### src/fd1094_config.svh
// FD1094 decryption unit configuration
// bus and key table widths, fixed by the 68000 bus
`ifndef FD1094_CONFIG_SVH
`define FD1094_CONFIG_SVH

// word address, bits 23:1 of the cpu bus
`define FD_ADDR_W     23

// cpu data bus
`define FD_DATA_W     16

// key table index, taken from address bits 12:1
`define FD_KEY_IDX_W  12

// key table entries, one byte each
`define FD_KEY_DEPTH  4096

`endif

### src/fd1094_key_pkg.sv
// FD1094 key side types
// key table entries, decryption state and the small state machine enums
`include "fd1094_config.svh"

package fd1094_key_pkg;

    typedef logic [7:0] key_byte_t;                // one key table entry
    typedef logic [`FD_KEY_IDX_W-1:0] key_idx_t;   // key table index
    typedef logic [7:0] fd_state_t;                // running decryption state

    // who got the key ram last cycle
    typedef enum logic [1:0] {
        NONE,   // nobody, ram idle
        DEC,    // decryptor read
        LOAD    // host loader write
    } arb_owner_e;

    // decryptor fetch phases
    typedef enum logic [1:0] {
        IDLE,   // waiting for as_n
        KEY,    // key byte on rdata
        ACK     // dtack_n held low
    } dec_phase_e;

endpackage

### src/key_mem_if.sv
// key table request channel
// one master per peer, the arbiter sits on the memory side
interface key_mem_if import fd1094_key_pkg::*; ();

    logic      req;     // held until gnt
    logic      gnt;     // single cycle pulse
    logic      we;      // write when set, read otherwise
    key_idx_t  idx;     // table entry
    key_byte_t wdata;   // write byte
    key_byte_t rdata;   // valid the cycle after a read grant

    // peers requesting access
    modport master (
        output req,
        output we,
        output idx,
        output wdata,
        input  gnt,
        input  rdata
    );

    // arbiter and ram
    modport memory (
        input  req,
        input  we,
        input  idx,
        input  wdata,
        output gnt,
        output rdata
    );

endinterface

### src/fd1094_key_loader.sv
// host key writer
// keeps one key table write pending until the arbiter takes it
module fd1094_key_loader
    import fd1094_key_pkg::*;
(
    input  logic      clk,
    input  logic      rst,
    input  logic      key_we,     // host strobe
    input  key_idx_t  key_addr,
    input  key_byte_t key_data,
    output logic      key_busy,
    key_mem_if.master mem
);

    logic      pend;       // write waiting for the ram
    key_idx_t  idx_q;
    key_byte_t data_q;

    always_ff @(posedge clk or posedge rst) begin
        if (rst) begin
            pend <= 1'b0;
        end else begin
            if (key_we && !pend)
                pend <= 1'b1;       // busy from next cycle
            else if (mem.gnt)
                pend <= 1'b0;       // drops the cycle after the grant
        end
    end

    // host payload, latched with the strobe
    always_ff @(posedge clk) begin
        if (key_we && !pend) begin
            idx_q  <= key_addr;
            data_q <= key_data;
        end
    end

    assign key_busy  = pend;
    assign mem.req   = pend;    // stalls while the decryptor fetches
    assign mem.we    = 1'b1;    // loader only ever writes
    assign mem.idx   = idx_q;
    assign mem.wdata = data_q;

    // host must wait for key_busy to clear
    a_no_strobe_busy: assert property (@(posedge clk) disable iff (rst)
        key_we |-> !key_busy);

endmodule

### src/flat_wrapper.sv
// flat-port wrapper written by rule: the top's interface ports become plain ports
module fd1094_key_loader_flat import fd1094_key_pkg::*;
  (clk, rst, key_we, key_addr, key_data, key_busy, mem_req, mem_we, mem_idx, mem_wdata, mem_gnt, mem_rdata);
  key_mem_if mem_i ();
  input  logic clk;
  input  logic rst;
  input  logic key_we;
  input  key_idx_t key_addr;
  input  key_byte_t key_data;
  output logic key_busy;
  output wire logic [$bits(mem_i.req)-1:0] mem_req;
  output wire logic [$bits(mem_i.we)-1:0] mem_we;
  output wire logic [$bits(mem_i.idx)-1:0] mem_idx;
  output wire logic [$bits(mem_i.wdata)-1:0] mem_wdata;
  input wire logic [$bits(mem_i.gnt)-1:0] mem_gnt;
  input wire logic [$bits(mem_i.rdata)-1:0] mem_rdata;
  assign mem_req = mem_i.req;
  assign mem_we = mem_i.we;
  assign mem_idx = mem_i.idx;
  assign mem_wdata = mem_i.wdata;
  assign mem_i.gnt = mem_gnt;
  assign mem_i.rdata = mem_rdata;
  fd1094_key_loader u_core (.clk(clk), .rst(rst), .key_we(key_we), .key_addr(key_addr), .key_data(key_data), .key_busy(key_busy), .mem(mem_i));
endmodule
### config.mk
export PLATFORM = sky130hd
export DESIGN_NAME = fd1094_key_loader_flat
export DESIGN_NICKNAME = d
export VERILOG_FILES = /design/src/fd1094_key_pkg.sv /design/src/key_mem_if.sv /design/src/fd1094_key_loader.sv /design/src/flat_wrapper.sv
export VERILOG_INCLUDE_DIRS = /design/src
export SDC_FILE = /design/constraint.sdc
export NUM_CORES = 1
export LEC_CHECK = 0
export ABC_AREA = 1
export BUFFER_PORTS_ARGS = -buffer_cell sky130_fd_sc_hd__clkbuf_2
export CAP_MARGIN = 20
export CORE_UTILIZATION = 36
export DETAILED_ROUTE_END_ITERATION = 7
export PLACE_DENSITY_LB_ADDON = 0.12
export SETUP_SLACK_MARGIN = 0.1
export SYNTH_ARGS = -nofsm -noshare
export SYNTH_HDL_FRONTEND = slang
export SYNTH_SLANG_ARGS = --single-unit
export TNS_END_PERCENT = 10
### constraint.sdc
create_clock -name clk -period 1.5 [get_ports clk]
set_input_delay 0.3 -clock clk [delete_from_list [all_inputs] [get_ports clk]]
set_output_delay 0.3 -clock clk [all_outputs]
set_load 0.01 [all_outputs]
== After elaboration in Yosys (flattened, before gate mapping) ==
Index checks and enable logic that the tools add are counted.

* Output and inout port bits: 23
* Register bits: 21
* Word-level logic and storage cells: 8
* Input port bits: 32

* Reductions and logical operators: 3
* Mux-type cells: 2

{| class="wikitable"
|+ Operators with widths
! kind !! number
|-
| two-way mux 1 bit || 2
|-
| nonzero test 2 bit || 1
|-
| logical AND 1 bit || 1
|-
| logical NOT 1 bit || 1
|}

== Longest topological paths before layout ==
* Word-level depth: 3
* Mapped depth: 3
* Depth with buffers taken out: 3

== Worst setup path before layout ==
OpenSTA, ideal clock, no wires.

* Kind: register to register
* Start: register u_core.pend, in the netlist u_core.key_busy
* End: register u_core.idx_q[0], in the netlist u_core.mem.idx[0], enable pin
* Clock period less this slack: 1327 ps
* Buffers on the path: 0
* Data required time: 1125 ps
* Setup slack: 173 ps
* Cell stages (with the launch flop): 4
* Library setup time: 375 ps
* Arrival: 952 ps
* Path through: dfrtp_1 > inv_1 > nand2_2 > inv_1

* Word-level cells in the longest chain between the ends: 2

{| class="wikitable"
|+ Ends and longest elaborated chain
! item !! line !! text
|-
| from (decl) || fd1094_key_loader.sv:15 || <nowiki>logic pend;</nowiki>
|-
| from (signal assigned) || fd1094_key_loader.sv:21 || <nowiki>pend <= 1'b0;</nowiki>
|-
| from (signal assigned) || fd1094_key_loader.sv:24 || <nowiki>pend <= 1'b1;</nowiki>
|-
| from (signal assigned) || fd1094_key_loader.sv:26 || <nowiki>pend <= 1'b0;</nowiki>
|-
| logical NOT 1 bit || fd1094_key_loader.sv:32 || <nowiki>if (key_we && !pend) begin</nowiki>
|-
| logical AND 1 bit || fd1094_key_loader.sv:32 ||
|-
| to (signal assigned) || fd1094_key_loader.sv:33 || <nowiki>idx_q <= key_addr;</nowiki>
|-
| to (decl) || fd1094_key_loader.sv:16 || <nowiki>key_idx_t idx_q;</nowiki>
|}

No other way between the ends.
A chain may end at the register's enable or synchronous reset.

== Worst setup path in the final report ==
* Start: register u_core.pend, in the netlist u_core.key_busy
* End: register u_core.data_q[5], in the netlist u_core.mem.wdata[5], enable pin

* Word-level cells in the longest chain between the ends: 2

{| class="wikitable"
|+ Ends and longest elaborated chain
! item !! line !! text
|-
| logical NOT 1 bit || fd1094_key_loader.sv:32 ||
|-
| logical AND 1 bit || fd1094_key_loader.sv:32 ||
|-
| to (signal assigned) || fd1094_key_loader.sv:34 || <nowiki>data_q <= key_data;</nowiki>
|-
| to (decl) || fd1094_key_loader.sv:17 || <nowiki>key_byte_t data_q;</nowiki>
|}

No other way between the ends.

==> metrics.md <==
| Metric | Value |
|---|---|
| Antenna cells | 0 |
| Syn Nets | 63 |
| Psw | between 200 and 250 uW |
| GR Overflow Total | 0 |
| Core footprint | 1750 um2 |
| Post-route DRC | 0 |
| Starting density of the core | 38.7% |
| Startpoint class of the critical path | flop |
| H-tree depth | 1 |
| Synth cell types | 7 |
| Clock slew at reported path FFs | 0.11 ns |
| Die area | 2050 um2 |
| Number of global-route vias before repair | 333 |
| Required @ worst endpoint | 1.48 ns |
| Gr usage total | 9.67% |
| Sequential cell area fraction in the yosys report | 92.6% |
| Vias/cell | 3.90 |
| Post-CTS Setup Bufs | 0 |
| PwrDens | between 1000 and 1500 nW/um2 |
| Worst Path Class, Setup | flop to flop |
| Critical path cell sequence | inv_1 -> nand2_2 -> inv_1 -> buf_4 |
| GR met3 Demand/Resource | about 4.0% |
| RSZ-0062 raised after global routing | no |
| Final worst-path cycle share | 77.5% |
| Switching Share | 21.2% |
| Max-cap viol count | 0 |
| Sum of net half-perimeters after detailed placement | 786 um |
| Pin count of the biggest net entering global routing | 21 |
| Post_cts resized | 0 |
| IR Drop Worst-Case VDD | 0.000657 V |
| Fin Setup TNS | 0 ns |
| Reg2reg path depth | 4 |
| FP Rows | 15 |
| Total CTS buffers | 3 |
| Final ANT Viol Nets | 0 |
| Slowest CP cell | dfrtp_1 |
| Met2 GRT Util | 17.1% |
| Area grow syn2layout | 42.2% |
| Hold bufs inserted after CTS | 1 |
| Final Hold Vio Count | 0 |
| Initial DRC count | 6 |
| Vias | 409 |
| Drt wl/cell | 9.15 um |
| CTS Sinks | 21 |
| Commonest non-fill, non-tap cell in the layout | clkbuf_2 |
| CTS tree | built |
| Max FO, Critical Path | 20 |
| Cells after Synth | 31 |
| Status | finished clean |
| Layout fillers | roughly 150 |
| Die height | 45.3 um |
| Most frequent cells in the layout | clkbuf_2, edfxtp_1, inv_1, clkbuf_4, nand2_2 |
| Nets@finish | 113 |
| Comb power frac | 11.9% |
| Syn avg cell area | 21.8 um2 |
| Clock power frac | 23.0% |
| First-pass GRT wire length | 1330 um |
| Synth warn | 0 |
| Buffers from clock root to sink, at most | 2 |
| IO Port Bufs | 45 |
| Share of cells above drive strength 1 | 63.7% |
| GR Util met1 | 9.36% |
| Hold Slack | 0.181 ns |
| Synth Register Bits | 21 |
| Hold Crit Depth | 1 |
| Drt total wl | 961 um |
| CP dominant cell by count | inv_1 |
| Clk_skew | about 0.0055 ns |
| Reg power frac | 65.1% |
| Clk root buf | clkbuf_4 |
| Final setup vio count | 0 |
| Routability cong. | 0.659 |
| Fmax | 861 MHz |
| Internal | 856 uW |
| Synth Cell Area | 676 um2 |
| I/O pin cnt | 55 |
| Pre-antenna DRT Iters | 2 |
| Initial antenna violation count | 0 |
| Tot Pwr | between 1000 and 1500 uW |
| Worst-Skew Late Latency | 0.28 ns |
| Worst hold path class | primary input to flop |
| Global routing's busiest layer | met2 |
| Final number of max-transition violations | 0 |
| Max incr delay on CP | 0.42 ns |
| Fin crit period | 1.16 ns |
| Lkg Pwr | 0.000447 uW |
| CP endpoint kind | flop |
| DIE WIDTH | approximately 45 um |
| WP data arrival | 1.14 ns |
==> cells in the mapped netlist (all sizes together) <==
library cell	number	share of area [%]
buf	2	2.2
conb	1	0.56
dfrtp	1	3.7
edfxtp	20	89
inv	4	2.2
nand2	3	2.4
==> path summary, 6_finish.rpt <==
| kind | from | end | slack, ns |
|---|---|---|---|
| setup / recovery | u_core.key_busy | u_core.mem.wdata[5] | 0.34 |
| hold / removal | key_addr[4] | u_core.mem.idx[4] | 0.18 |
| setup reg to reg | u_core.key_busy | u_core.mem.wdata[5] | 0.34 |
| hold reg to reg | u_core.key_busy | u_core.key_busy | 0.57 |
| max in group asynchronous | rst | u_core.key_busy | 1.05 |
| min in group asynchronous | rst | u_core.key_busy | 0.36 |
==> power by group through the flow <==
stage	Combinational [uW]	Sequential [uW]	Clock, uW
floorplan	35.0	745	0
global placement	127	720	0
detailed placement	129	722	0
CTS	132	708	261
global route	143	712	287
finish	129	707	250
==> critical path, delay by kind of cell, from the launching register on <==
family | cells | cell delay (ns)
simple gates | 1 | 0.05
buf+inv | 3 | 0.38
flops | 1 | 0.42
==> layer usage <==
metal / routed length [um] / vias to the layer above
met3: 80 / 0
met1: 316 / 183
li1: - / 204
met5: 0 / -
met2: 563 / 22
met4: 0 / 0
==> state kept, by name, indices dropped and copies added, names as in the netlist <==
register	cells
u_core.key_busy	1
u_core.mem.idx	12
u_core.mem.wdata	8
==> kinds of logic after synthesis <==
group	count (synthesis)	synth area share (%)
buffers and inverters	6	4.44
DFF	21	92.6
other	1	0.555
and+or+nand+nor	3	2.41
==> stage by stage <==
stage | cell area (um2) | setup slack (ns) | std cells | utilization, %
after detailed placement | 925 | 0.341 | 100 | 53.0
after floorplan | 676 | 0.173 | 31 | -
after global placement | 925 | 0.366 | 100 | 53.0
final | 961 | 0.338 | 105 | 55.1
after CTS | 961 | 0.325 | 105 | 55.1
after global routing | 961 | 0.256 | 105 | 55.1
==> layout make-up <==
cell class	count	area [um2]	share of cell area, %
clock buffer	4	26.3	2.73
inverter	4	15.0	1.56
multi-input combinational	4	20.0	2.08
sequential	21	626	65.1
tap	25	31.3	3.26
timing repair buffer	47	243	25.3
(Power assumes the default switching activity.)
