## src/fd1094_config.svh

```systemverilog
// FD1094 decryption unit configuration
// bus and key table widths, fixed by the 68000 bus
`ifndef FD1094_CONFIG_SVH
`define FD1094_CONFIG_SVH

// word address, bits 23:1 of the cpu bus
`define FD_ADDR_W     23

// cpu data bus
`define FD_DATA_W     16

// key table index, taken from address bits 12:1
`define FD_KEY_IDX_W  12

// key table entries, one byte each
`define FD_KEY_DEPTH  4096

`endif

```

## src/fd1094_cpu_pkg.sv

```systemverilog
// FD1094 cpu side types
// bus word and address types, opcodes watched in the decrypted stream
`include "fd1094_config.svh"

package fd1094_cpu_pkg;

    // word address, numbered as the cpu pins a23..a1
    typedef logic [`FD_ADDR_W:1] cpu_addr_t;

    // one bus word
    typedef logic [`FD_DATA_W-1:0] cpu_word_t;

    // cmpi.l #imm: upper byte 0c, size field 2'b10 in bits 7:6
    // compared against opcode bits 15:6
    localparam logic [9:0] op_cmpil_hi = {8'h0c, 2'b10};

    // return from exception
    localparam cpu_word_t op_rte = 16'h4e73;

    // closing word of the state change sequence
    localparam cpu_word_t st_marker = 16'hffff;

endpackage

```

## src/fd1094_key_pkg.sv

```systemverilog
// FD1094 key side types
// key table entries, decryption state and the small state machine enums
`include "fd1094_config.svh"

package fd1094_key_pkg;

    typedef logic [7:0] key_byte_t;                // one key table entry
    typedef logic [`FD_KEY_IDX_W-1:0] key_idx_t;   // key table index
    typedef logic [7:0] fd_state_t;                // running decryption state

    // who got the key ram last cycle
    typedef enum logic [1:0] {
        NONE,   // nobody, ram idle
        DEC,    // decryptor read
        LOAD    // host loader write
    } arb_owner_e;

    // decryptor fetch phases
    typedef enum logic [1:0] {
        IDLE,   // waiting for as_n
        KEY,    // key byte on rdata
        ACK     // dtack_n held low
    } dec_phase_e;

endpackage

```

## src/fd1094_state_ctrl.sv

```systemverilog
// decryption state tracker
// follows the decrypted opcode stream for cmpi.l / code / ffff
// and for rte and interrupt acknowledge
module fd1094_state_ctrl
    import fd1094_cpu_pkg::*;
    import fd1094_key_pkg::*;
(
    input  logic      clk,
    input  logic      rst,
    input  logic      inta_n,     // interrupt acknowledge
    input  logic      op_n,
    input  cpu_addr_t addr,
    input  cpu_word_t dec,
    input  key_byte_t irq_key,
    input  logic      dtack_n,
    output fd_state_t st
);

    fd_state_t state;
    logic      irq_mode;
    logic [1:0] seq;        // one hot step of the change sequence
    cpu_word_t code;        // captured code word
    logic [2:1] last_addr;
    logic       prog_ack;   // program word on the bus
    logic       new_word;
    logic       step;

    assign prog_ack = !op_n && !dtack_n;
    assign new_word = addr[2:1] != last_addr;   // next fetch in the stream
    assign step     = prog_ack && new_word && seq != 2'b00;

    assign st = irq_mode ? irq_key : state;

    always_ff @(posedge clk or posedge rst) begin
        if (rst) begin
            state     <= '0;
            irq_mode  <= 1'b0;
            seq       <= 2'b00;
            last_addr <= '0;
        end else begin
            if (prog_ack)
                last_addr <= addr[2:1];
            if (prog_ack && seq == 2'b00) begin
                if (dec[15:6] == op_cmpil_hi)
                    seq <= 2'b01;           // arm, code word follows
                if (dec == op_rte)
                    irq_mode <= 1'b0;
            end
            if (!inta_n)
                irq_mode <= 1'b1;
            if (step) begin
                seq <= seq << 1;            // falls out after the marker
                if (seq[1] && dec == st_marker) begin
                    case (code[9:8])
                        2'd0: state <= code[7:0];
                        2'd1: begin
                            state    <= '0;
                            irq_mode <= 1'b0;
                        end
                        2'd2: irq_mode <= 1'b1;
                        2'd3: irq_mode <= 1'b0;
                        default: ;
                    endcase
                end
            end
        end
    end

    // code word is the fetch right after cmpi.l
    always_ff @(posedge clk) begin
        if (step && seq[0])
            code <= dec;
    end

endmodule

```

## config.mk

```make
export PLATFORM = sky130hd
export DESIGN_NAME = fd1094_state_ctrl
export DESIGN_NICKNAME = d
export VERILOG_FILES = /design/src/fd1094_cpu_pkg.sv /design/src/fd1094_key_pkg.sv /design/src/fd1094_state_ctrl.sv
export VERILOG_INCLUDE_DIRS = /design/src
export SDC_FILE = /design/constraint.sdc
export NUM_CORES = 1
export LEC_CHECK = 0
export ABC_AREA = 1
export BUFFER_PORTS_ARGS = -buffer_cell sky130_fd_sc_hd__buf_2
export CAP_MARGIN = 10
export CELL_PAD_IN_SITES_DETAIL_PLACEMENT = 1
export CELL_PAD_IN_SITES_GLOBAL_PLACEMENT = 2
export CORE_ASPECT_RATIO = 0.9
export CORE_MARGIN = 3
export CORE_UTILIZATION = 25
export CTS_CLUSTER_SIZE = 14
export DETAILED_ROUTE_END_ITERATION = 8
export PLACE_DENSITY_LB_ADDON = 0.25
export SYNTH_ARGS = -nofsm -noshare
export SYNTH_HDL_FRONTEND = slang
export SYNTH_SLANG_ARGS = --single-unit
```

## constraint.sdc

```tcl
create_clock -name clk -period 2.2 [get_ports clk]
set_input_delay 0 -clock clk [delete_from_list [all_inputs] [get_ports clk]]
set_output_delay 0 -clock clk [all_outputs]
set_load 0.1 [all_outputs]
```

* Word level (Yosys, flattened, before mapping)
Index checks and enable logic that the tools add are counted.
Word-level totals: bits in latches 0, memories 0, bits in read-only memories 0, logic and storage cells 40, bits in writable memories 0, input port bits 52, flip-flop bits (word level) 23
Operators by class: $mul 0, order comparisons 0, div/mod/pow operators 0, muxes and demuxes 11, equality and inequality tests 7, bitwise operators 0, reduce and logical (&&, ||, !) cells 17, add/subtract/negate cells 0, shift-type cells 0
Operators by type and width (count):
- 16-bit by 15-bit == test with 1-bit output (second input constant) | 1
- 16-bit == test (second input constant) | 1
- 8-bit case mux with 2 select lines | 1
- 10-bit by 6-bit == test with 1-bit output (second input constant) | 1
- 8-bit two-way mux | 1
- 2-bit nonzero test | 4
- 1-bit logical AND | 6
- 2-bit two-way mux | 3
- 1-bit two-way mux | 5
- 2-bit == test (second input constant) | 2
- 2-bit zero test | 2
- 3-bit AND reduction | 1
- 2-bit by 1-bit == test with 1-bit output (second input constant) | 1
- 1-bit zero test | 2
- 2-bit != test | 1
- 1-bit case mux with 2 select lines | 1
- 2-bit AND reduction | 1
- 2-bit OR reduction | 1

* Logic depth before layout (Yosys ltp)
Gate-level depths: netlist of the first run.
depth in word-level cells 8, gate-level depth with buffers 9, depth with buffers taken out 9

* Least setup slack after synthesis of the first run
No wires, ideal clock.
path kind register -> register, from register last_addr[2] (netlist bit), to register code[0] (enable), period minus slack after synthesis 1.498 ns, arrival 1.122 ns, setup time 0.376 ns, required time 1.824 ns, cell stages (with the launch flop) 5, setup slack 0.702 ns, cell sequence dfrtp_1 -> xnor2_1 -> nand2_1 -> nand2_1 -> nor2_1
On the way: cells in the longest elaborated chain, start to end 4
Ends and longest elaborated chain:
- from (decl) | line fd1094_state_ctrl.sv:23 | logic [2:1] last_addr;
- from (signal assigned) | line fd1094_state_ctrl.sv:42 | last_addr <= addr[2:1];
- 2-bit != test | line fd1094_state_ctrl.sv:29 | assign new_word = addr[2:1] != last_addr;
- 1-bit logical AND (2 in a row) | line fd1094_state_ctrl.sv:30 | assign step = prog_ack && new_word && seq != 2'b00;
- 1-bit logical AND | line fd1094_state_ctrl.sv:71 | if (step && seq[0])
- to (signal assigned) | line fd1094_state_ctrl.sv:72 | code <= dec;
- to (decl) | line fd1094_state_ctrl.sv:22 | cpu_word_t code;
No other way between the ends. A chain may end at the register's enable or synchronous reset.

* Worst setup path after layout of the first run
from register irq_mode, to output st[5]
On the way: cells in the longest elaborated chain, start to end 1
Ends and longest elaborated chain:
- from (decl) | line fd1094_state_ctrl.sv:20 | logic irq_mode;
- from (signal assigned) | line fd1094_state_ctrl.sv:37 | irq_mode <= 1'b0;
- from (signal assigned) | line fd1094_state_ctrl.sv:47 | irq_mode <= 1'b0;
- from (signal assigned) | line fd1094_state_ctrl.sv:50 | irq_mode <= 1'b1;
- 8-bit two-way mux | line fd1094_state_ctrl.sv:32 | assign st = irq_mode ? irq_key : state;
- to (decl) | line fd1094_state_ctrl.sv:16 | output fd_state_t st
No other way between the ends.

==> results.toml, run 1 <==
[status]
status = "finished clean"

[floorplan]
ios = 60
die_x_um = 81.4
coreArea_mm2 = 0.00489
initial_core_util = 0.262
rows = 24
fp.dieH_um = 73.9
dieArea_mm2 = 0.00602

[clock_tree]
clkTransAtPathRegs_ps = 80
ctsLongestPathBuffers = 2
insertion_delay_ps = 270
cts-root-buf = "clkbuf_8"
cts_tree = "built"
cts_buffers = 3
cts_resized = 0
clock_sinks = 23
cts_setup_buffers = 0
htree_levels = 1

[final_layout]
drive_gt1_frac = 0.297
fin_nets = 262
antenna_cells = 0
layout-area-overhead-vs-synth_pct = 33.8

[timing]
worst_slew_pin_slew_ps = 519
worst_hold_slack_ps = 5.55
final-setup-viol-count = 0
skew_ps = 8.64
rsz0062_at_grt = "false"
fin_tns_setup_ps = 0
drv_slew = 0
finalCriticalPeriod_ps = 1530
max_clock_freq_ghz = 0.655
timing.final.crit_share = 0.694
hold_viol = 0
max_slew_margin = 0.654

[placed_design]
place_congestion = 0.771
portBuffers = 38
hpwl_um = 2760

[grt]
antenna_found_initial = 0
grt_max_degree = 15
grt.overflow.total = 0
grt_pass1_wl_um = 5660
grt_pass1_vias = 1225
grt_use_total = 0.123

[setup_path]
worst-r2r-setup-slack_ps = 820
max_stage_delay_ps = 580
crit_buf_inv = 1
cp_max_fo = 9
path_delay_family = "flip-flops"
worstReg2RegStart = "seq[1]"
arrival_ps = 1530
critical_path.startpoint_type = "flip-flop"
worstSetupPathType = "reg -> out"
r2r-end = "irq_mode"
slowest_stage = "dfrtp_1"
crit_chain = "mux2_2 -> buf_2"
reg2reg_depth = 8
end_kind = "primary output"
worstPathRequired_ps = 2200

[detailed_routing]
viasPerCell = 4.28
firstDrtPassIters = 2
drtAntennaViolNets = 0
drt-total-wl_um = 3440
via_count = 1172
drt_iter0_markers = 39
remaining_drc_errors = 0
avgRoutedWirePerCell_um = 12.6

[synthesis]
avgSynthCellArea_um2 = 8.20
synth_cells = 156
syn-cell-area_mm2 = 0.00128
seq_area_frac_synth = 0.489
synth_top_area_cell = "dfrtp_1"
synthTopCellsByArea = "dfrtp_1 (25%), edfxtp_1 (23%), nand2_1 (13%)"
synth_edf_count = 10
ys_ff_latch = 23
async_flop_share = 0.565
ys_types = 19
yosys-top-cells-count = "nand2_1 (43), nor2_1 (27), inv_1 (22)"
synth_nets = 208
ys.flop_type = "dfrtp_1"
synth_top_area_frac = 0.254
yosysMostFrequentCell = "nand2_1"
ys_warn_count = 0

[min_path]
hold_start = "addr[0]"
min_to = "last_addr[1]"
worstHoldPathType = "in -> reg"
whs_path_depth = 2

[power_and_ir_drop]
leakage_uw = 0.000851
power_density_mw_per_mm2 = 620
ir_worst_vdd_mv = 0.255
finalPower_uw = 1060

[flow_run]
drv_cap = 0
-- layer usage --
metal	GRT usage	part of all wire	up-vias
met5	0	0	-
met4	0.0394	0.011	0
met2	0.225	0.50	30
met3	0.0172	0.040	4
met1	0.146	0.45	540
li1	-	-	598
-- registers in the layout, indices dropped and copies added (netlist names) --
signal / count
code: 10
state: 8
last_addr: 2
seq: 2
irq_mode: 1
-- worst reg2reg max path: stages, from the launching register on --
cell     delay [ps]
dfrtp_1         450
nor2_1          220
nand2_1         110
nor2_1          110
nand3_1         120
nand2_1          80
nand2_1          60
nor2_1           80
nor2_1           40
-- through the flow --
stage,setup slack (ps),instance area (µm²),instances,utilization
after detailed placement,847,1550,259,0.317
after global routing,596,1710,274,0.350
after global placement,876,1550,259,0.317
after floorplan,702,1280,156,-
after CTS,628,1710,274,0.350
final,672,1710,274,0.350
-- how the worst max path moves through the flow --
stage / startpoint / endpoint / cells past startpoint
after detailed placement: seq[1] / irq_mode / 8
after CTS: irq_mode / st[6] / 2
after floorplan: last_addr[2] / code[0] / 4
after global routing: irq_mode / st[5] / 2
final: irq_mode / st[5] / 2
after global placement: seq[1] / irq_mode / 8
-- cells in the final DEF (no fill, tap or decap) --
| cell | instances |
|---|---|
| dlygate4sd3_1 | 11 |
| nand2_2 | 1 |
| dfrtp_1 | 13 |
| nor3_1 | 2 |
| buf_4 | 1 |
| xnor2_1 | 2 |
| buf_2 | 38 |
| clkbuf_8 | 3 |
| inv_2 | 1 |
| clkinvlp_4 | 1 |
| nand4_1 | 2 |
| nor2_2 | 3 |
| nor3_4 | 1 |
| nor2_4 | 1 |
| inv_1 | 22 |
| nand3_1 | 12 |
| edfxtp_1 | 10 |
| nand3_2 | 2 |
| a21oi_1 | 1 |
| nand2_1 | 43 |
| mux2_2 | 10 |
| nor2_1 | 27 |
| o21ai_0 | 2 |
-- area by class of cell --
type / instances / area [µm²]
inverter: 23 / 86.3
sequential: 23 / 626
multi-input combinational: 109 / 563
clock buffer: 3 / 41.3
tap: 65 / 81.3
fill: 613 / 3180
timing repair buffer: 50 / 308
clock inverter: 1 / 7.51
-- power breakdown --
part | leakage (µW) | total [µW] | internal [µW] | switching, µW
clock network | 0.0000217 | 270 | 128 | 142
registers | 0.000259 | 520 | 492 | 28.0
logic | 0.000571 | 271 | 89.3 | 182
-- cells by family (layout without fill, tap and decap cells) --
kind of cell / after synthesis / count (layout) / synth area share
mux: 10 / 10 / 0.0880
flops: 23 / 23 / 0.489
simple gates: 94 / 94 / 0.326
buf+inv: 24 / 77 / 0.0714
xor+xnor: 2 / 2 / 0.0137
compound gates: 3 / 3 / 0.0117
-- timing repair --
item                                   in CTS  in global routing
setup endpoints to repair                   0                  0
endpoints found under the hold margin      23                  0
hold buffers                               11                  0
(Power assumes the default switching activity.)
==> inputs of run 2 (changes only) <==
CORE_UTILIZATION = 22   (was 25)
clock period = 1.4 ns   (was 2.2 ns; I/O delays follow)
==> run 2 against run 1 <==
Net effect:
- combinational power grew 85%
- wire length increased by 2.2%
- clock power grew 63%
- die area is 13% higher
- critical path type unchanged
- first-iteration DRC count down 23%
- sequential share of layout area fell by 2.1 points
- clock skew fell by 5.5 ps
==> results.toml, run 2 (synthesized netlist as in run 1, its figures left out) <==
[status]
status = "finished clean"

[clock_tree]
ctsLongestPathBuffers = 2
insertion_delay_ps = 270
cts_buffers = 3
cts-root-buf = "clkbuf_8"
cts_tree = "built"
htree_levels = 1
clkTransAtPathRegs_ps = 90
clock_sinks = 23

[setup_path]
slowest_stage = "dfrtp_2"
critical_path.startpoint_type = "flip-flop"
cp_common_cell = "buf_4"
end_kind = "primary output"
cp_max_fo = 5
arrival_ps = 1340
worstSetupPathType = "reg -> out"
crit_chain = "buf_4 -> mux2_2 -> buf_4"
worstPathRequired_ps = 1400
max_stage_delay_ps = 360

[final_layout]
final_common_cell = "nand2_1"
antenna_cells = 0
layout-area-overhead-vs-synth_pct = 42.4
largest_reg_flops = 10
drive_gt1_frac = 0.326
reg.largest.list = "code (10), state (8)"
final_cell_mix = "nand2_1 (42), buf_2 (31), nor2_1 (26)"
largest_register = "code"
fin_nets = 268

[power_and_ir_drop]
leakage_uw = 0.000891
ir_worst_vdd_mv = 0.367
p_seq_frac = 0.461
pwr-share-clk = 0.252
switchingPower_uw = 583
p_comb_frac = 0.287
power_density_mw_per_mm2 = 956
swShare = 0.335
internal_power_uw = 1160

[floorplan]
ios = 60
fp.dieH_um = 78.4
coreArea_mm2 = 0.00544
rows = 25
die_x_um = 86.4
dieArea_mm2 = 0.00677
initial_core_util = 0.235

[timing]
skew_ps = 3.11
rsz0062_at_grt = "false"
max_clock_freq_ghz = 0.746
worst_slew_pin_slew_ps = 512
setup_ws_ps = 59.0
max_slew_margin = 0.658
timing.final.crit_share = 0.958
drv_slew = 0
fin_tns_setup_ps = 0
finalCriticalPeriod_ps = 1340
hold_viol = 0
final-setup-viol-count = 0

[detailed_routing]
via_count = 1201
drt_iter0_markers = 30
drt-total-wl_um = 3520
viasPerCell = 4.26
remaining_drc_errors = 0
firstDrtPassIters = 4
avgRoutedWirePerCell_um = 12.5
drtAntennaViolNets = 0

[placed_design]
place_congestion = 0.718
dp_slack_ps = 58.6
hpwl_um = 2820
portBuffers = 38

[grt]
grt_max_degree = 15
grt-busiest-layer = "met2"
use_met3 = 0.0126
grt.overflow.total = 0
use_met2 = 0.187
grt_use_total = 0.110
antenna_found_initial = 0
use_met1 = 0.138
grt_pass1_wl_um = 5850
grt_pass1_vias = 1235

[min_path]
worstHoldPathType = "in -> reg"

[flow_run]
drv_cap = 0
run 2: changes by cell type in the layout (fill, tap and decap cells not counted), sizes merged:
cell,previous run,this run
buf,39,44
dlygate4sd3,11,12
run 2: per-layer routing:
layer  vias up  part of all wire
li1        609                 -
met3         5             0.042
met1       557              0.46
met2        30              0.48
met5         -                 0
met4         0             0.019
run 2: timing repair:
action	4_1_cts	5_1_grt
hold buffers	12	0
endpoints found under the hold margin	24	0
buffers inserted	0	3
gates resized for setup	9	6
endpoints found under the setup margin	8	26
pin swaps	0	2
run 2: stage by stage:
| step | utilization | hold WS (ps) | instances | area [µm²] | total power [µW] |
|---|---|---|---|---|---|
| final | 0.335 | 0.717 | 282 | 1820 | 1740 |
| after global routing | 0.335 | 8.60 | 282 | 1820 | 1850 |
| after CTS | 0.326 | 5.16 | 279 | 1780 | 1750 |
| after detailed placement | 0.291 | 62.6 | 263 | 1590 | 1280 |
| after global placement | 0.291 | 51.2 | 263 | 1590 | 1260 |
| after floorplan | - | -123 | 156 | 1280 | 1110 |
run 2: cell type report:
class                      instances  area (µm²)
fill                             682        3620
sequential                        23         627
multi-input combinational        109         581
timing repair buffer              56         397
inverter                          23        86.3
tap                               67        83.8
clock buffer                       3        41.3
clock inverter                     1        7.51
run 2: final timing paths:
kind / start / endpoint / slack (ps) / depth (start not counted)
worst max-delay path: irq_mode / st[4] / 60 / 3
worst min-delay path: inta_n / irq_mode / 0.7 / 4
worst max register to register: last_addr[2] / code[9] / 80 / 5
worst min register to register: state[7] / state[7] / 480 / 2
max in group asynchronous: rst / irq_mode / 740 / 3
min in group asynchronous: rst / state[3] / 290 / 3
run 2: critical path: cells and delay by family (launching register included):
kind	cells	cell delay (ps)
mux	1	340
buf+inv	2	370
flops	1	360
run 2: power groups by stage:
| stage | clock [µW] | combinational, µW | sequential, µW |
|---|---|---|---|
| final | 439 | 500 | 804 |
| after floorplan | 0 | 287 | 818 |
| after CTS | 451 | 497 | 806 |
| after global routing | 485 | 557 | 813 |
| after global placement | 0 | 445 | 815 |
| after detailed placement | 0 | 462 | 820 |
==> inputs of run 3 (changes only) <==
CORE_UTILIZATION = 25   (was 22)
clock period = 1.3 ns   (was 1.4 ns; I/O delays follow)
==> run 3 against run 2 <==
Net effect:
- largest cell class is now multi-input combinational cells
- sequential share of layout area fell by 4.0 points
- power is 18% higher
- clock skew about the same
- setup slack worse by 81 ps
- cell count is 1.4% higher
- core utilization grew 8.8 points
- the run now ends with negative setup slack left
==> results.toml, run 3 (synthesized netlist as in run 1, its figures left out) <==
[status]
status = "complete, but fails checks"
violations = "negative setup slack"

[clock_tree]
cts_tree = "built"
ctsLongestPathBuffers = 2
insertion_delay_ps = 270
cts_buffers = 3
htree_levels = 1
cts-root-buf = "clkbuf_8"
clkTransAtPathRegs_ps = 80
clock_sinks = 23

[timing]
max_clock_freq_ghz = 0.757
worst_hold_slack_ps = 148
finalCriticalPeriod_ps = 1320
drv_slew = 0
setup_ws_ps = -21.8
timing.final.crit_share = 1.02
max_slew_margin = 0.657
rsz0062_at_grt = "true"
fin_tns_setup_ps = -101
worst_slew_pin_slew_ps = 513
hold_viol = 0
final-setup-viol-count = 9
skew_ps = 2.74

[power_and_ir_drop]
switchingPower_uw = 698
pwr-share-clk = 0.225
internal_power_uw = 1370
finalPower_uw = 2060
swShare = 0.338
ir_worst_vdd_mv = 0.427
power_density_mw_per_mm2 = 997
p_comb_frac = 0.342
p_seq_frac = 0.433
leakage_uw = 0.00100

[setup_path]
crit_chain = "buf_6 -> mux2_4 -> buf_12"
max_stage_delay_ps = 420
critical_path.startpoint_type = "flip-flop"
crit_buf_inv = 2
worstPathRequired_ps = 1300
slowest_stage = "dfrtp_2"
arrival_ps = 1320
cp_max_fo = 5
end_kind = "primary output"
worst-r2r-setup-slack_ps = 10
worstSetupPathType = "reg -> out"
path_delay_family = "flip-flops"

[placed_design]
dp_cells = 262
dp_slack_ps = -22.7
hpwl_um = 2750
place_congestion = 0.751
portBuffers = 38

[final_layout]
instances_no_fill = 286
largest_register = "code"
layout-area-overhead-vs-synth_pct = 61.7
final_common_cell = "nand2_1"
drive_gt1_frac = 0.403
final_cell_mix = "nand2_1 (39), buf_2 (30), nor2_1 (24)"
fillCellCount = 588
antenna_cells = 0
largest_reg_flops = 10
reg.largest.list = "code (10), state (8)"
fin_nets = 274

[floorplan]
rows = 24
coreArea_mm2 = 0.00489
initial_core_util = 0.262
dieArea_mm2 = 0.00602
ios = 60
fp.dieH_um = 73.9
die_x_um = 81.4

[grt]
grt.overflow.total = 0
grt_max_degree = 14
grt_use_total = 0.134
grt_pass1_vias = 1324
grt_pass1_wl_um = 6110
antenna_found_initial = 0

[detailed_routing]
via_count = 1253
viasPerCell = 4.38
firstDrtPassIters = 3
drt-total-wl_um = 3810
avgRoutedWirePerCell_um = 13.3
drt_iter0_markers = 37
drtAntennaViolNets = 0
remaining_drc_errors = 0

[flow_run]
drv_cap = 0

[min_path]
worstHoldPathType = "in -> reg"
## run 3: routing by layer
| layer | wire length (µm) | up-vias | share of wire | GRT usage |
|---|---|---|---|---|
| met2 | 2110 | 29 | 0.55 | 0.252 |
| li1 | - | 620 | - | - |
| met3 | 124 | 5 | 0.033 | 0.0159 |
| met1 | 1520 | 599 | 0.40 | 0.153 |
| met5 | 0 | - | 0 | 0 |
| met4 | 53 | 0 | 0.014 | 0.0507 |
## run 3: layout make-up
cell class	instances	area [µm²]	share of cell area
timing repair buffer	62	548	0.265
multi-input combinational	109	679	0.328
clock inverter	1	5.00	0.00242
clock buffer	3	41.3	0.0200
tap	65	81.3	0.0393
sequential	23	628	0.304
inverter	23	86.3	0.0417
## run 3: power by group through the flow
| stage | clock (µW) | combinational (µW) | sequential, µW |
|---|---|---|---|
| 2_1_floorplan | 0 | 318 | 880 |
| 3_3_place_gp | 0 | 486 | 882 |
| 3_5_place_dp | 0 | 504 | 886 |
| 4_1_cts | 479 | 605 | 877 |
| 5_1_grt | 514 | 771 | 904 |
| 6_report | 464 | 706 | 894 |
## run 3: path summary, 6_finish.rpt
| check | from | endpoint | depth (start not counted) |
|---|---|---|---|
| max | irq_mode | st[1] | 3 |
| min | op_n | last_addr[2] | 3 |
| max reg2reg | last_addr[1] | state[1] | 6 |
| min reg2reg | state[2] | state[2] | 2 |
| max in group asynchronous | rst | irq_mode | 3 |
| min in group asynchronous | rst | state[2] | 3 |
## run 3: stage by stage
stage | area (µm²) | util
after global routing | 2070 | 0.423
after global placement | 1580 | 0.324
after detailed placement | 1580 | 0.324
after floorplan | 1290 | -
final | 2070 | 0.423
after CTS | 1920 | 0.393
## run 3: tightest hold or removal path: stages
cell	delay [ps]
buf_2	90
nor2_2	70
mux2_2	230
## run 3: what timing repair did
| item | CTS | global route |
|---|---|---|
| pin swaps | 1 | 18 |
| endpoints found under the setup margin | 27 | 28 |
| cloned | 0 | 0 |
| endpoints found under the hold margin | 26 | 0 |
| gates resized for setup | 34 | 26 |
| hold buffers | 14 | 0 |
| setup buffers | 3 | 3 |
