--- src/fd1094_config.svh ---
// FD1094 decryption unit configuration
// bus and key table widths, fixed by the 68000 bus
`ifndef FD1094_CONFIG_SVH
`define FD1094_CONFIG_SVH

// word address, bits 23:1 of the cpu bus
`define FD_ADDR_W     23

// cpu data bus
`define FD_DATA_W     16

// key table index, taken from address bits 12:1
`define FD_KEY_IDX_W  12

// key table entries, one byte each
`define FD_KEY_DEPTH  4096

`endif

--- src/fd1094_cpu_pkg.sv ---
// FD1094 cpu side types
// bus word and address types, opcodes watched in the decrypted stream
`include "fd1094_config.svh"

package fd1094_cpu_pkg;

    // word address, numbered as the cpu pins a23..a1
    typedef logic [`FD_ADDR_W:1] cpu_addr_t;

    // one bus word
    typedef logic [`FD_DATA_W-1:0] cpu_word_t;

    // cmpi.l #imm: upper byte 0c, size field 2'b10 in bits 7:6
    // compared against opcode bits 15:6
    localparam logic [9:0] op_cmpil_hi = {8'h0c, 2'b10};

    // return from exception
    localparam cpu_word_t op_rte = 16'h4e73;

    // closing word of the state change sequence
    localparam cpu_word_t st_marker = 16'hffff;

endpackage

--- src/fd1094_key_pkg.sv ---
// FD1094 key side types
// key table entries, decryption state and the small state machine enums
`include "fd1094_config.svh"

package fd1094_key_pkg;

    typedef logic [7:0] key_byte_t;                // one key table entry
    typedef logic [`FD_KEY_IDX_W-1:0] key_idx_t;   // key table index
    typedef logic [7:0] fd_state_t;                // running decryption state

    // who got the key ram last cycle
    typedef enum logic [1:0] {
        NONE,   // nobody, ram idle
        DEC,    // decryptor read
        LOAD    // host loader write
    } arb_owner_e;

    // decryptor fetch phases
    typedef enum logic [1:0] {
        IDLE,   // waiting for as_n
        KEY,    // key byte on rdata
        ACK     // dtack_n held low
    } dec_phase_e;

endpackage

--- src/key_mem_if.sv ---
// key table request channel
// one master per peer, the arbiter sits on the memory side
interface key_mem_if import fd1094_key_pkg::*; ();

    logic      req;     // held until gnt
    logic      gnt;     // single cycle pulse
    logic      we;      // write when set, read otherwise
    key_idx_t  idx;     // table entry
    key_byte_t wdata;   // write byte
    key_byte_t rdata;   // valid the cycle after a read grant

    // peers requesting access
    modport master (
        output req,
        output we,
        output idx,
        output wdata,
        input  gnt,
        input  rdata
    );

    // arbiter and ram
    modport memory (
        input  req,
        input  we,
        input  idx,
        input  wdata,
        output gnt,
        output rdata
    );

endinterface

--- src/fd1094_decrypt.sv ---
// program fetch decryptor
// looks up the key byte for each opcode fetch and mixes it with
// the current state, data reads pass straight through
`include "fd1094_config.svh"

module fd1094_decrypt
    import fd1094_cpu_pkg::*;
    import fd1094_key_pkg::*;
(
    input  logic      clk,
    input  logic      rst,
    input  logic      as_n,       // address strobe
    input  logic      op_n,       // low on program space fetch
    input  cpu_addr_t addr,
    input  cpu_word_t rom_data,   // encrypted word from rom
    input  fd_state_t st,         // from the state controller
    output logic      dtack_n,
    output cpu_word_t dec,        // plain word back to the cpu
    key_mem_if.master mem
);

    dec_phase_e phase;
    key_byte_t  kb;     // key byte for this address
    cpu_word_t  mask;

    // request straight off as_n so the grant lands in cycle 0
    assign mem.req   = (phase == IDLE) && !as_n && !op_n;
    assign mem.we    = 1'b0;    // read only master
    assign mem.idx   = addr[`FD_KEY_IDX_W:1];
    assign mem.wdata = '0;

    assign kb   = mem.rdata;
    assign mask = {kb ^ st, kb};    // high byte also carries the state

    always_ff @(posedge clk or posedge rst) begin
        if (rst) begin
            phase   <= IDLE;
            dtack_n <= 1'b1;
        end else begin
            case (phase)
                IDLE: begin
                    if (!as_n && op_n) begin
                        dtack_n <= 1'b0;    // data read, ack in cycle 1
                        phase   <= ACK;
                    end else if (!as_n && mem.gnt) begin
                        phase <= KEY;       // key byte next cycle
                    end
                end
                KEY: begin
                    if (as_n) begin
                        phase <= IDLE;      // cycle dropped early
                    end else begin
                        dtack_n <= 1'b0;    // ack in cycle 2
                        phase   <= ACK;
                    end
                end
                ACK: begin
                    if (as_n) begin
                        dtack_n <= 1'b1;
                        phase   <= IDLE;
                    end
                end
                default: phase <= IDLE;
            endcase
        end
    end

    // output word, held through the ack
    always_ff @(posedge clk) begin
        if (phase == IDLE && !as_n && op_n)
            dec <= rom_data;
        else if (phase == KEY)
            dec <= rom_data ^ mask;
    end

    // ack only ever starts inside a bus cycle
    a_ack_in_cycle: assert property (@(posedge clk) disable iff (rst)
        $fell(dtack_n) |-> !as_n);

endmodule

--- src/flat_wrapper.sv ---
// flat-port wrapper written by rule: the top's interface ports become plain ports
module fd1094_decrypt_flat import fd1094_cpu_pkg::*; import fd1094_key_pkg::*;
  (clk, rst, as_n, op_n, addr, rom_data, st, dtack_n, dec, mem_req, mem_we, mem_idx, mem_wdata, mem_gnt, mem_rdata);
  key_mem_if mem_i ();
  input  logic clk;
  input  logic rst;
  input  logic as_n;
  input  logic op_n;
  input  cpu_addr_t addr;
  input  cpu_word_t rom_data;
  input  fd_state_t st;
  output logic dtack_n;
  output cpu_word_t dec;
  output wire logic [$bits(mem_i.req)-1:0] mem_req;
  output wire logic [$bits(mem_i.we)-1:0] mem_we;
  output wire logic [$bits(mem_i.idx)-1:0] mem_idx;
  output wire logic [$bits(mem_i.wdata)-1:0] mem_wdata;
  input wire logic [$bits(mem_i.gnt)-1:0] mem_gnt;
  input wire logic [$bits(mem_i.rdata)-1:0] mem_rdata;
  assign mem_req = mem_i.req;
  assign mem_we = mem_i.we;
  assign mem_idx = mem_i.idx;
  assign mem_wdata = mem_i.wdata;
  assign mem_i.gnt = mem_gnt;
  assign mem_i.rdata = mem_rdata;
  fd1094_decrypt u_core (.clk(clk), .rst(rst), .as_n(as_n), .op_n(op_n), .addr(addr), .rom_data(rom_data), .st(st), .dtack_n(dtack_n), .dec(dec), .mem(mem_i));
endmodule
--- config.mk ---
export PLATFORM = sky130hd
export DESIGN_NAME = fd1094_decrypt_flat
export DESIGN_NICKNAME = d
export VERILOG_FILES = /design/src/fd1094_cpu_pkg.sv /design/src/fd1094_key_pkg.sv /design/src/key_mem_if.sv /design/src/fd1094_decrypt.sv /design/src/flat_wrapper.sv
export VERILOG_INCLUDE_DIRS = /design/src
export SDC_FILE = /design/constraint.sdc
export NUM_CORES = 1
export LEC_CHECK = 0
export BUFFER_PORTS_ARGS = -buffer_cell sky130_fd_sc_hd__buf_2
export CORE_ASPECT_RATIO = 2
export CORE_MARGIN = 3
export CORE_UTILIZATION = 37
export CTS_CLUSTER_SIZE = 12
export DETAILED_ROUTE_END_ITERATION = 8
export PLACE_DENSITY = 0.79
export SLEW_MARGIN = 20
export SYNTH_ARGS = -nofsm -noshare
export SYNTH_HDL_FRONTEND = slang
export SYNTH_SLANG_ARGS = --single-unit
export TNS_END_PERCENT = 30
--- constraint.sdc ---
create_clock -name clk -period 2.3 [get_ports clk]
set_input_delay 0.46 -clock clk [delete_from_list [all_inputs] [get_ports clk]]
set_output_delay 0.46 -clock clk [all_outputs]
set_load 0.05 [all_outputs]
Word level (Yosys, flattened, before mapping)
Cells that the tools add are included.
{"block": "totals", "register_bits": 19, "input_bits": 60, "elab_cells": 34}
{"block": "op_classes", "muxes": 11, "n_eq_ne": 6, "n_reduce_logical": 12, "bitwise_logic": 2}
{"cell": "$mux 16", "n": 2}
{"cell": "$xor 16x16->16", "n": 1}
{"cell": "$mux 2", "n": 4}
{"cell": "$xor 8x8->8", "n": 1}
{"cell": "$ne 2x2->1 const B", "n": 3}
{"cell": "$pmux 2 s3", "n": 1}
{"cell": "$logic_and 1x1->1", "n": 5}
{"cell": "$reduce_and 4->1", "n": 1}
{"cell": "$mux 1", "n": 3}
{"cell": "$ne 3x3->1 const B", "n": 1}
{"cell": "$pmux 1 s3", "n": 1}
{"cell": "$reduce_bool 3->1", "n": 1}
{"cell": "$eq 2x1->1 const B", "n": 1}
{"cell": "$eq 2x2->1 const B", "n": 1}
{"cell": "$logic_not 1->1", "n": 2}
{"cell": "$logic_not 2->1", "n": 1}
{"cell": "$reduce_and 2->1", "n": 1}
{"cell": "$reduce_bool 2->1", "n": 1}

Longest topological paths before layout
Gate-level depths: netlist of the first run.
{"block": "depth", "word_depth": 5, "mapped_depth": 5}

Least setup slack after synthesis of the first run
No wires, ideal clock.
{"block": "synth_path", "kind": "input port to output port", "from": "input as_n", "to": "output mem_req", "t_required_ns": 1.840, "path_slack_ns": -0.217, "arrival_time_ns": 2.057, "cell_stages": 1, "n_path_buf": 0, "path_cell_list": "nor4_1"}
{"block": "synth_between", "elab_chain_cells": 3}
{"element": "from (decl)", "line_no": "flat_wrapper.sv:7", "text": "input logic as_n;"}
{"element": "$logic_not 1->1", "line_no": "fd1094_decrypt.sv:27", "text": "assign mem.req = (phase == IDLE) && !as_n && !op_n;"}
{"element": "$logic_and 1x1->1 (2 in a row)", "line_no": "fd1094_decrypt.sv:27"}
{"element": "to (decl)", "line_no": "flat_wrapper.sv:14", "text": "output wire logic [$bits(mem_i.req)-1:0] mem_req;"}
No other way between the ends.

Worst setup path after layout of the first run
{"block": "layout_path", "from": "register u_core.phase[1]", "to": "output mem_req"}
{"block": "layout_between", "elab_chain_cells": 3}
{"element": "from (decl)", "line_no": "fd1094_decrypt.sv:22", "text": "dec_phase_e phase;"}
{"element": "from (signal assigned)", "line_no": "fd1094_decrypt.sv:37", "text": "phase <= IDLE;"}
{"element": "from (signal assigned)", "line_no": "fd1094_decrypt.sv:44", "text": "phase <= ACK;"}
{"element": "from (signal assigned)", "line_no": "fd1094_decrypt.sv:46", "text": "phase <= KEY;"}
{"element": "$logic_not 2->1", "line_no": "fd1094_decrypt.sv:27"}
{"element": "$logic_and 1x1->1 (2 in a row)", "line_no": "fd1094_decrypt.sv:27"}
No other way between the ends.

==> qor.txt, run 1 <==
Reg clk slew, reported paths = 0.07 ns
Fin Clk Skew = 0.000448 ns
Post-Synth Adder-Cell Area = 0
Metal-1 WL = 608 µm
Dominant cells by area after synthesis = edfxtp_1, buf_4, xnor2_1
Diodes inserted = 0
Simple-gate portion of the synthesized area = 0.120
Via-per-instance ratio = 4.53
Layout cells sized above 1 = 0.500
H-tree levels = 1
Status = finished, final reports clean
Flop pwr share = 0.457
CP Launch Type = flop
Placer Congestion = 0.687
Worst reg2reg path startpoint = u_core.phase[1]
Initial Utilization = 0.396
Switching Share = 0.327
Setup TNS = 0 ns
Largest net degree at the start of global routing = 17
Total Routed Length = 2210 µm
FP Rows = 27
I/O Pins = 99
Number of remaining DRC errors = 0
P_int = 0.000622 W
Antenna Nets Post-Route = 0
CTS tree = yes
Sw Pwr = 0.000302 W
Number of global-route vias before repair = 754
Final nets = 203
Synth area leader = edfxtp_1
Yosys top cell area share = 0.427
#FFs+latches synth = 19
Tcrit/Tclk final = 0.771
Final HPWL DP = 1840 µm
P per Cell Area = 691 nW/µm²
Yosys warning total = 0
Num CTS Buffers = 3
Global-route wire length before repair = 3170 µm
Met2 WL = 1300 µm
Worst Setup End Kind = output pin
IO buf count = 54
Clock Tree Buf Depth = 2
R2r worst-path depth = 4
R2r setup slk = 0.65 ns
Initial antenna violation count = 0
Hold Crit Class = input pin to async pin
Drt pass-1 iters = 3
Max VDD drop = 0.000330 V
Mux cell area share after synthesis = 0
Crit Path Class = flop to output pin
Clk pwr share = 0.245
F_max = 564 MHz
Final non-filler cell total = 171
Top layer reached by signal wires = met4
RSZ-0062 raised after global routing = false
Setup Fix Bufs, Post-CTS = 0
Tot GR Track Use = 0.116
Most frequent cells in the layout = buf_2, xnor2_1, edfxtp_1
Max-slew violation total from the final report = 0
Crit path time final = 1.77 ns
Post-synthesis compound-gate area fraction = 0.0200
Synthesized cell area = 1120 µm²
Clock Latency Late Sink = 0.25 ns
Horiz. Die Dim = 45.0 µm
Core Footprint = 2840 µm²
WHS = 0.0680 ns
Die Area = 3780 µm²
Clock sinks = 19
Max-cap viol count = 0
Distinct cells, synth = 22
Reg-to-reg endpoint = u_core.dec[2]
Most common cell after layout, fill and taps aside = buf_2
Post-synthesis instance total = 97
Mean area per synthesized cell = 11.6 µm²
Met3 routed WL = 216 µm
Post-Synth XOR/XNOR Area = 0.187
Main combinational cell family by area after synthesis = XOR/XNOR gates
Routed WL per cell = 12.9 µm
P&R area growth vs syn = 19.0%
DRT iter0 DRCs = 6
Post-cts resize count = 0
Root Buffer = clkbuf_8
Via count of the routed design = 775
Placed Cells = 167
Remaining global-route overflow = 0
Die H = 84.0 µm
Worst Path Arrival = 1.31 ns
Setup violations, final = 0
Comb power frac = 0.298
Final Hold Fails = 0
Cts hold-fix bufs = 0
Leakage power = 0.622 nW
Worst EP required = 1.84 ns
CP Max Fanout = 6
Register area share after synthesis = 0.495
[worst max-delay path, cell delays in order (launching register included)]
cell	delay [ns]
dfrtp_1	0.44
nor4_2	0.31
buf_2	0.31
[Yosys cell counts]
library cell,number
dfstp_2,1
conb_1,1
xnor2_1,16
nor2_1,2
inv_1,2
buf_4,21
a211oi_1,1
nand2_2,9
xor2_1,8
nand2_1,7
nor4_1,1
nor3_1,1
nand2_4,1
dfrtp_1,2
and2_1,1
buf_6,1
edfxtp_1,16
o21ai_0,2
buf_12,1
a21oi_1,1
or4b_1,1
nor2b_1,1
[power by group through the flow]
stage               clock (W)  sequential, W  combinational, W
floorplan                   0       0.000513          0.000192
global placement            0       0.000429          0.000269
detailed placement          0       0.000431          0.000278
CTS                  0.000233       0.000423          0.000279
global route         0.000247       0.000426          0.000293
finish               0.000226       0.000423          0.000276
[how the worst max path moves through the flow]
stage	startpoint	cells after the start	endpoint	slack [ns]
2_1_floorplan	as_n	1	mem_req	0.40
3_3_place_gp	as_n	5	u_core.dec[1]	0.56
3_5_place_dp	as_n	5	u_core.dec[2]	0.51
4_1_cts	u_core.phase[1]	2	mem_req	0.52
5_1_grt	u_core.phase[1]	2	mem_req	0.43
6_report	u_core.phase[1]	2	mem_req	0.53
[metal layers]
layer | vias up | global-route usage
li1 | 374 | -
met1 | 347 | 0.0855
met2 | 39 | 0.221
met3 | 15 | 0.0259
met4 | 0 | 0.0880
met5 | - | 0
[kinds of logic (layout without fill, tap and decap cells)]
| family | count (synthesis) | in the layout |
|---|---|---|
| buffers and inverters | 25 | 62 |
| XOR/XNOR | 24 | 24 |
| AND/OR/NAND/NOR | 24 | 24 |
| flip-flops | 19 | 19 |
| AO/OA/AOI/OAI | 4 | 4 |
| other | 1 | 9 |
[metrics by stage]
| step | utilization | cell area [µm²] | total power, W | setup WS, ns |
|---|---|---|---|---|
| after floorplan | - | 1160 | 0.000706 | 0.396 |
| after global placement | 0.456 | 1290 | 0.000698 | 0.563 |
| after detailed placement | 0.456 | 1290 | 0.000709 | 0.510 |
| after CTS | 0.472 | 1340 | 0.000935 | 0.520 |
| after global routing | 0.472 | 1340 | 0.000966 | 0.433 |
| final | 0.472 | 1340 | 0.000925 | 0.527 |
[flip-flops by register name (all words and copies together) (netlist names)]
| name | cells |
|---|---|
| u_core.dec | 16 |
| u_core.phase | 2 |
| u_core.dtack_n | 1 |
[cell type report]
class                      instances  area, µm²
fill                             280       1500
sequential                        19        557
multi-input combinational         61        408
timing repair buffer              56        285
clock buffer                       4       45.0
tap                               29       36.3
inverter                           2       7.51
No activity file was read; power rests on OpenSTA's default activity.
==> run 2, diff against run 1 <==
clock period = 1.7 ns   (was 2.3 ns; I/O delays follow)
==> run 2 against run 1 <==
Net effect: global-route usage increased by 0.90 points; final area increased by 4.1%; sequential share of layout area fell by 1.6 points; sequential cell count unchanged; setup slack worse by 0.47 ns; final cell count is 2.9% higher; clock skew up 0.0020 ns; sequential power grew 35%; combinational power increased by 41%; critical endpoint unchanged.
==> qor.txt, run 2 (synthesis results as in run 1) <==
Die Area = 3780 µm² (unchanged)
FF/Latch Area = 557 µm² (unchanged)
Hold Crit Class = input pin to flop
Multi-input gate area = 417 µm² (+2.1%)
Biggest regs = u_core.dec: 16 flops, u_core.phase: 2 flops, u_core.dtack_n: 1 flops
Total Routed Length = 2230 µm (+0.86%)
F_max = 609 MHz
Leakage power = 0.648 nW (+4.2%)
Largest Register = u_core.dec
Tot GR Track Use = 0.125 (+0.00903)
Max reg flops = 16 (unchanged)
Max-cap viol count = 0 (unchanged)
Crit path time final = 1.64 ns
Filler cell count = 276 (-1.4%)
Worst reg2reg path startpoint = u_core.phase[1]
Root Buffer = clkbuf_8
Core Footprint = 2840 µm² (unchanged)
DP Area = 1330 µm² (+3.0%)
CP endpoint = mem_req
Crit Path Class = flop to output pin
Layout cells sized above 1 = 0.510 (+0.0102)
Most common cell after layout, fill and taps aside = buf_2
Routed WL per cell = 12.7 µm (-2.0%)
Top layer reached by signal wires = met4
R2r worst-path depth = 4 (unchanged)
H-tree levels = 1 (unchanged)
CP Launch Type = flop
Metal-1 WL = 701 µm (+15%)
Die H = 84.0 µm (unchanged)
Clock Latency Late Sink = 0.25 ns (about the same)
Final HPWL DP = 1820 µm (-0.66%)
Tcrit/Tclk final = 0.966
Clock sinks = 19 (unchanged)
Diodes inserted = 0 (unchanged)
Fin area = 1390 µm² (+4.1%)
Max-slew violation total from the final report = 0 (unchanged)
Horiz. Die Dim = 45.0 µm (unchanged)
I/O Pins = 99 (unchanged)
CP Max Fanout = 5 (-1)
Remaining global-route overflow = 0 (unchanged)
Initial antenna violation count = 0 (unchanged)
Met3 routed WL = 208 µm (-3.7%)
Drt pass-1 iters = 2 (-1)
Max VDD drop = 0.000545 V (+65%)
Met2 WL = 1250 µm (-3.9%)
Number of global-route vias before repair = 772 (+2.4%)
P&R area growth vs syn = 23.9%
Power Total = 0.00126 W (+37%)
Largest net degree at the start of global routing = 17 (unchanged)
Reg clk slew, reported paths = 0.07 ns (about the same)
IO buf count = 54 (unchanged)
R2r setup slk = 0.14 ns (-0.51 ns)
Antenna Nets Post-Route = 0 (unchanged)
Worst EP required = 1.36 ns (-0.48 ns)
Status = finished, final reports clean
Global-route wire length before repair = 3480 µm (+9.8%)
Reg-to-reg endpoint = u_core.dec[2]
Final Hold Fails = 0 (unchanged)
Via-per-instance ratio = 4.39 (-3.1%)
Num CTS Buffers = 3 (unchanged)
Fin Clk Skew = 0.00249 ns (+0.00204 ns)
Initial Utilization = 0.396 (unchanged)
Worst Path Arrival = 1.30 ns (about the same)
Number of remaining DRC errors = 0 (unchanged)
Worst Setup End Kind = output pin
CP Launch Point = u_core.phase[1]
Most frequent cells in the layout = buf_2, xnor2_1, edfxtp_1
Clock Tree Buf Depth = 2 (unchanged)
P per Cell Area = 906 nW/µm² (+31%)
Final nets = 208 (+2.5%)
Via count of the routed design = 773 (-0.26%)
DRT iter0 DRCs = 3 (-3)
CTS tree = yes
Placer Congestion = 0.692 (+0.74%)
FP Rows = 27 (unchanged)
Setup violations, final = 0 (unchanged)
run 2: cell count changes in the layout (fill, tap and decap cells not counted):
cell,previous run,this run
dlygate4sd3_1,0,1
nor4_2,1,0
buf_4,2,6
buf_6,0,1
nor4_4,0,1
buf_2,54,53
run 2: where the power goes:
part / leakage [nW] / total [W] / internal [W] / switching (W)
Sequential: 0.186 / 0.000571 / 0.000560 / 0.0000106
Combinational: 0.440 / 0.000390 / 0.000127 / 0.000263
Clock: 0.0228 / 0.000303 / 0.000166 / 0.000137
Total: 0.648 / 0.00126 / 0.000853 / 0.000411
run 2: layer usage:
metal | track usage | up-vias
met1 | 0.134 | 346
met3 | 0.0259 | 8
li1 | - | 381
met5 | 0 | -
met2 | 0.203 | 38
met4 | 0.0880 | 0
run 2: layout make-up:
type,instances,share of cell area
clock buffers,4,0.0323
inverters,2,0.00539
multi-input cells,61,0.299
flip-flops and latches,19,0.399
well taps,29,0.0260
repair buffers,61,0.238
run 2: worst max-delay path, cell delays in order (launching register included):
cell and delay [ns]:
dfrtp_1 0.38, buf_4 0.16, nor4_4 0.31, buf_6 0.21
run 2: what timing repair did:
action,in CTS,in global routing
hold endpoints to repair,2,0
buffers inserted,0,0
hold buffers,1,0
setup endpoints to repair,1,1
cloned,0,0
resized for setup,1,1
run 2: worst min-delay path by stage:
stage	startpoint	end	slack (ns)	cells after the start
global placement	rst	u_core.phase[0]	0.20	2
CTS	mem_gnt	u_core.phase[0]	0.29	2
detailed placement	rst	u_core.phase[0]	0.22	2
floorplan	rst	u_core.phase[0]	0.09	1
global route	mem_gnt	u_core.phase[0]	0.29	2
finish	mem_gnt	u_core.phase[0]	0.30	2
run 2: per-stage QoR:
stage               std cells   util  TNS (ns)  setup WS, ns  hold slack [ns]
floorplan                 105      -         0        0.0885           0.0929
global placement          171  0.470         0         0.105            0.203
detailed placement        171  0.470         0        0.0670            0.216
CTS                       176  0.490         0        0.0571            0.294
global route              176  0.491   -0.0325       -0.0325            0.288
finish                    176  0.491         0        0.0578            0.299
==> run 3, diff against run 2 <==
ABC_AREA = 1   (was unset)
CORE_UTILIZATION = 40   (was 37)
PLACE_DENSITY = 0.8   (was 0.79)
==> run 3 against run 2 <==
Net effect: combinational power is 21% higher; global-route usage rose by 2.0 points; synthesized area increased by 16%; worst hold slack gained 0.021 ns; via count is 42% higher; register-to-register slack gained 0.16 ns; first-iteration DRC count rose to 4.3 times the previous value; critical path type unchanged; largest power group unchanged.
==> qor.txt, run 3 <==
CP endpoint = mem_req
Synthesized cell area = 1300 µm² (+16%)
Remaining global-route overflow = 0 (unchanged)
Max-slew violation total from the final report = 0 (unchanged)
Tcrit/Tclk final = 0.939 (-0.0273)
Switching Share = 0.368 (+0.0430)
Die Area = 4020 µm² (+6.5%)
Die H = 86.7 µm (+3.3%)
Mean area per synthesized cell = 7.62 µm² (-34%)
Reg clk slew, reported paths = 0.07 ns (about the same)
Layout cells sized above 1 = 0.306 (-0.205)
P_int = 0.000869 W (+1.9%)
Num CTS Buffers = 3 (unchanged)
Final HPWL DP = 2100 µm (+15%)
Tot GR Track Use = 0.145 (+0.0202)
Initial antenna violation count = 0 (unchanged)
Via count of the routed design = 1,099 (+42%)
Multi-input gate area = 493 µm² (+18%)
Slowest cell delay on critical path = 0.40 ns (+0.02 ns)
R2r setup slk = 0.30 ns (+0.16 ns)
Largest Register = u_core.dec
Status = finished, final reports clean
Biggest regs = u_core.dec: 16 flops, u_core.phase: 2 flops, u_core.dtack_n: 1 flops
Antenna Nets Post-Route = 0 (unchanged)
F_max = 627 MHz (+2.9%)
CP Max Fanout = 3 (-2)
CP Launch Type = flop
I/O Pins = 99 (unchanged)
Clock sinks = 19 (unchanged)
Final Hold Fails = 0 (unchanged)
Worst Setup End Kind = output pin
Post-synth EDFFs = 16 (unchanged)
Number of global-route vias before repair = 1,060 (+37%)
Diodes inserted = 0 (unchanged)
Clk pwr share = 0.226 (-0.014)
Leakage power = 0.854 nW (+32%)
Distinct cells, synth = 19 (-14%)
CTS tree = yes
FP Rows = 28 (+3.7%)
Root Buffer = clkbuf_8
Via-per-instance ratio = 4.47 (+1.7%)
Total Routed Length = 2560 µm (+15%)
Final non-filler cell total = 246 (+40%)
Final nets = 277 (+33%)
Yosys top cell area share = 0.369 (-0.0586)
Crit path time final = 1.60 ns (-0.0464 ns)
Post-synth top cells = nand2_1, inv_1, buf_4
Worst EP required = 1.36 ns (about the same)
Worst Path Arrival = 1.26 ns (-0.04 ns)
Most frequent cells in the layout = nand2_1, buf_2, inv_1
P per Cell Area = 896 nW/µm² (-1.2%)
Flop pwr share = 0.431 (-0.021)
Drt pass-1 iters = 4 (+2)
Most used DFF post-synth = edfxtp_1
Setup TNS = 0 ns (unchanged)
Number of remaining DRC errors = 0 (unchanged)
Routed WL per cell = 10.4 µm (-18%)
Core Footprint = 3050 µm² (+7.4%)
Sw Pwr = 0.000506 W (+23%)
Critical-path cell list = inv_1, nand2_1, nor3_2, clkbuf_4
RSZ-0062 raised after global routing = false
CP Launch Point = u_core.phase[0]
Top-count cell post-synth = nand2_1
Clock Tree Buf Depth = 2 (unchanged)
Setup violations, final = 0 (unchanged)
Crit Path Class = flop to output pin
FF/Latch Area = 557 µm² (unchanged)
R2r worst-path depth = 4 (unchanged)
Largest net degree at the start of global routing = 17 (unchanged)
IO buf count = 54 (unchanged)
Comb power frac = 0.343 (+0.034)
CP max stage cell = dfrtp_1
H-tree levels = 1 (unchanged)
Synth area leader = edfxtp_1
Yosys warning total = 0 (unchanged)
Clock Latency Late Sink = 0.25 ns (about the same)
Max reg flops = 16 (unchanged)
#FFs+latches synth = 19 (unchanged)
Placer Congestion = 0.713 (+3.0%)
Reg-to-reg endpoint = u_core.dec[0]
Most common cell after layout, fill and taps aside = nand2_1
Hold Crit Class = input pin to flop
Post-synthesis instance total = 171 (+76%)
Dominant cells by area after synthesis = edfxtp_1, nand2_1, buf_4
Fin Clk Skew = 0.00345 ns (+0.000961 ns)
Placed Cells = 241 (+41%)
Initial Utilization = 0.428 (+0.0314)
Filler cell count = 319 (+16%)
Max VDD drop = 0.000392 V (-28%)
Worst reg2reg path startpoint = u_core.phase[0]
Horiz. Die Dim = 46.4 µm (+3.1%)
DRT iter0 DRCs = 13 (+10)
P&R area growth vs syn = 17.8%
Async S/R FF share, synth = 0.158 (unchanged)
Global-route wire length before repair = 4260 µm (+22%)
Max-cap viol count = 0 (unchanged)
Register area share after synthesis = 0.427 (-0.0679)
-- run 3: power by group through the flow --
stage	Clock (W)	Sequential (W)	Combinational (W)
5_1_grt	0.000349	0.000597	0.000520
6_report	0.000311	0.000593	0.000471
2_1_floorplan	0	0.000752	0.000294
4_1_cts	0.000321	0.000593	0.000478
3_5_place_dp	0	0.000604	0.000475
3_3_place_gp	0	0.000600	0.000466
-- run 3: worst max-delay path, delay by kind of cell (launching register included) --
family | cells | cell delay (ns)
buffers and inverters | 2 | 0.36
DFF | 1 | 0.40
and+or+nand+nor | 2 | 0.24
-- run 3: worst min-delay path by stage --
stage / start / slack, ns / endpoint / depth (start not counted)
floorplan: rst / 0.09 / u_core.phase[0] / 1
detailed placement: rst / 0.21 / u_core.phase[1] / 2
global route: mem_gnt / 0.33 / u_core.phase[0] / 3
CTS: mem_gnt / 0.32 / u_core.phase[0] / 3
finish: mem_gnt / 0.32 / u_core.phase[0] / 3
global placement: rst / 0.20 / u_core.phase[1] / 2
-- run 3: what timing repair did --
action | in CTS | in global routing
setup endpoints to repair | 0 | 1
hold endpoints to repair | 2 | 0
hold buffers | 1 | 0
buffers inserted | 0 | 0
resized for setup | 0 | 1
-- run 3: cell type report --
class                           instances  share of cell area
Tap cell                               30              0.0244
Clock buffer                            4              0.0293
Inverter                               30              0.0733
Multi-Input combinational cell        107               0.321
Sequential cell                        19               0.363
Timing Repair Buffer                   56               0.189
-- run 3: layer usage --
metal,wire (µm),vias to the layer above,track usage
li1,-,578,-
met1,880,471,0.143
met2,1440,40,0.261
met3,170,10,0.0166
met4,70,0,0.0933
met5,0,-,0
-- run 3: metrics by stage --
step	worst slack (ns)	total power [W]	area, µm²	hold slack, ns	util
detailed placement	0.239	0.00108	1480	0.206	0.485
global route	0.0259	0.00147	1540	0.332	0.504
global placement	0.307	0.00107	1480	0.204	0.485
floorplan	0.00898	0.00105	1340	0.0929	-
CTS	0.0696	0.00139	1530	0.321	0.503
finish	0.104	0.00138	1540	0.320	0.504
-- run 3: logic make-up after synthesis --
group                     share of synthesized area
xor gates and xnor gates                     0.0537
buffers and inverters                         0.225
DFF                                           0.427
and+or+nand+nor                               0.244
AOI/OAI and AO/OA                            0.0480
other                                       0.00288
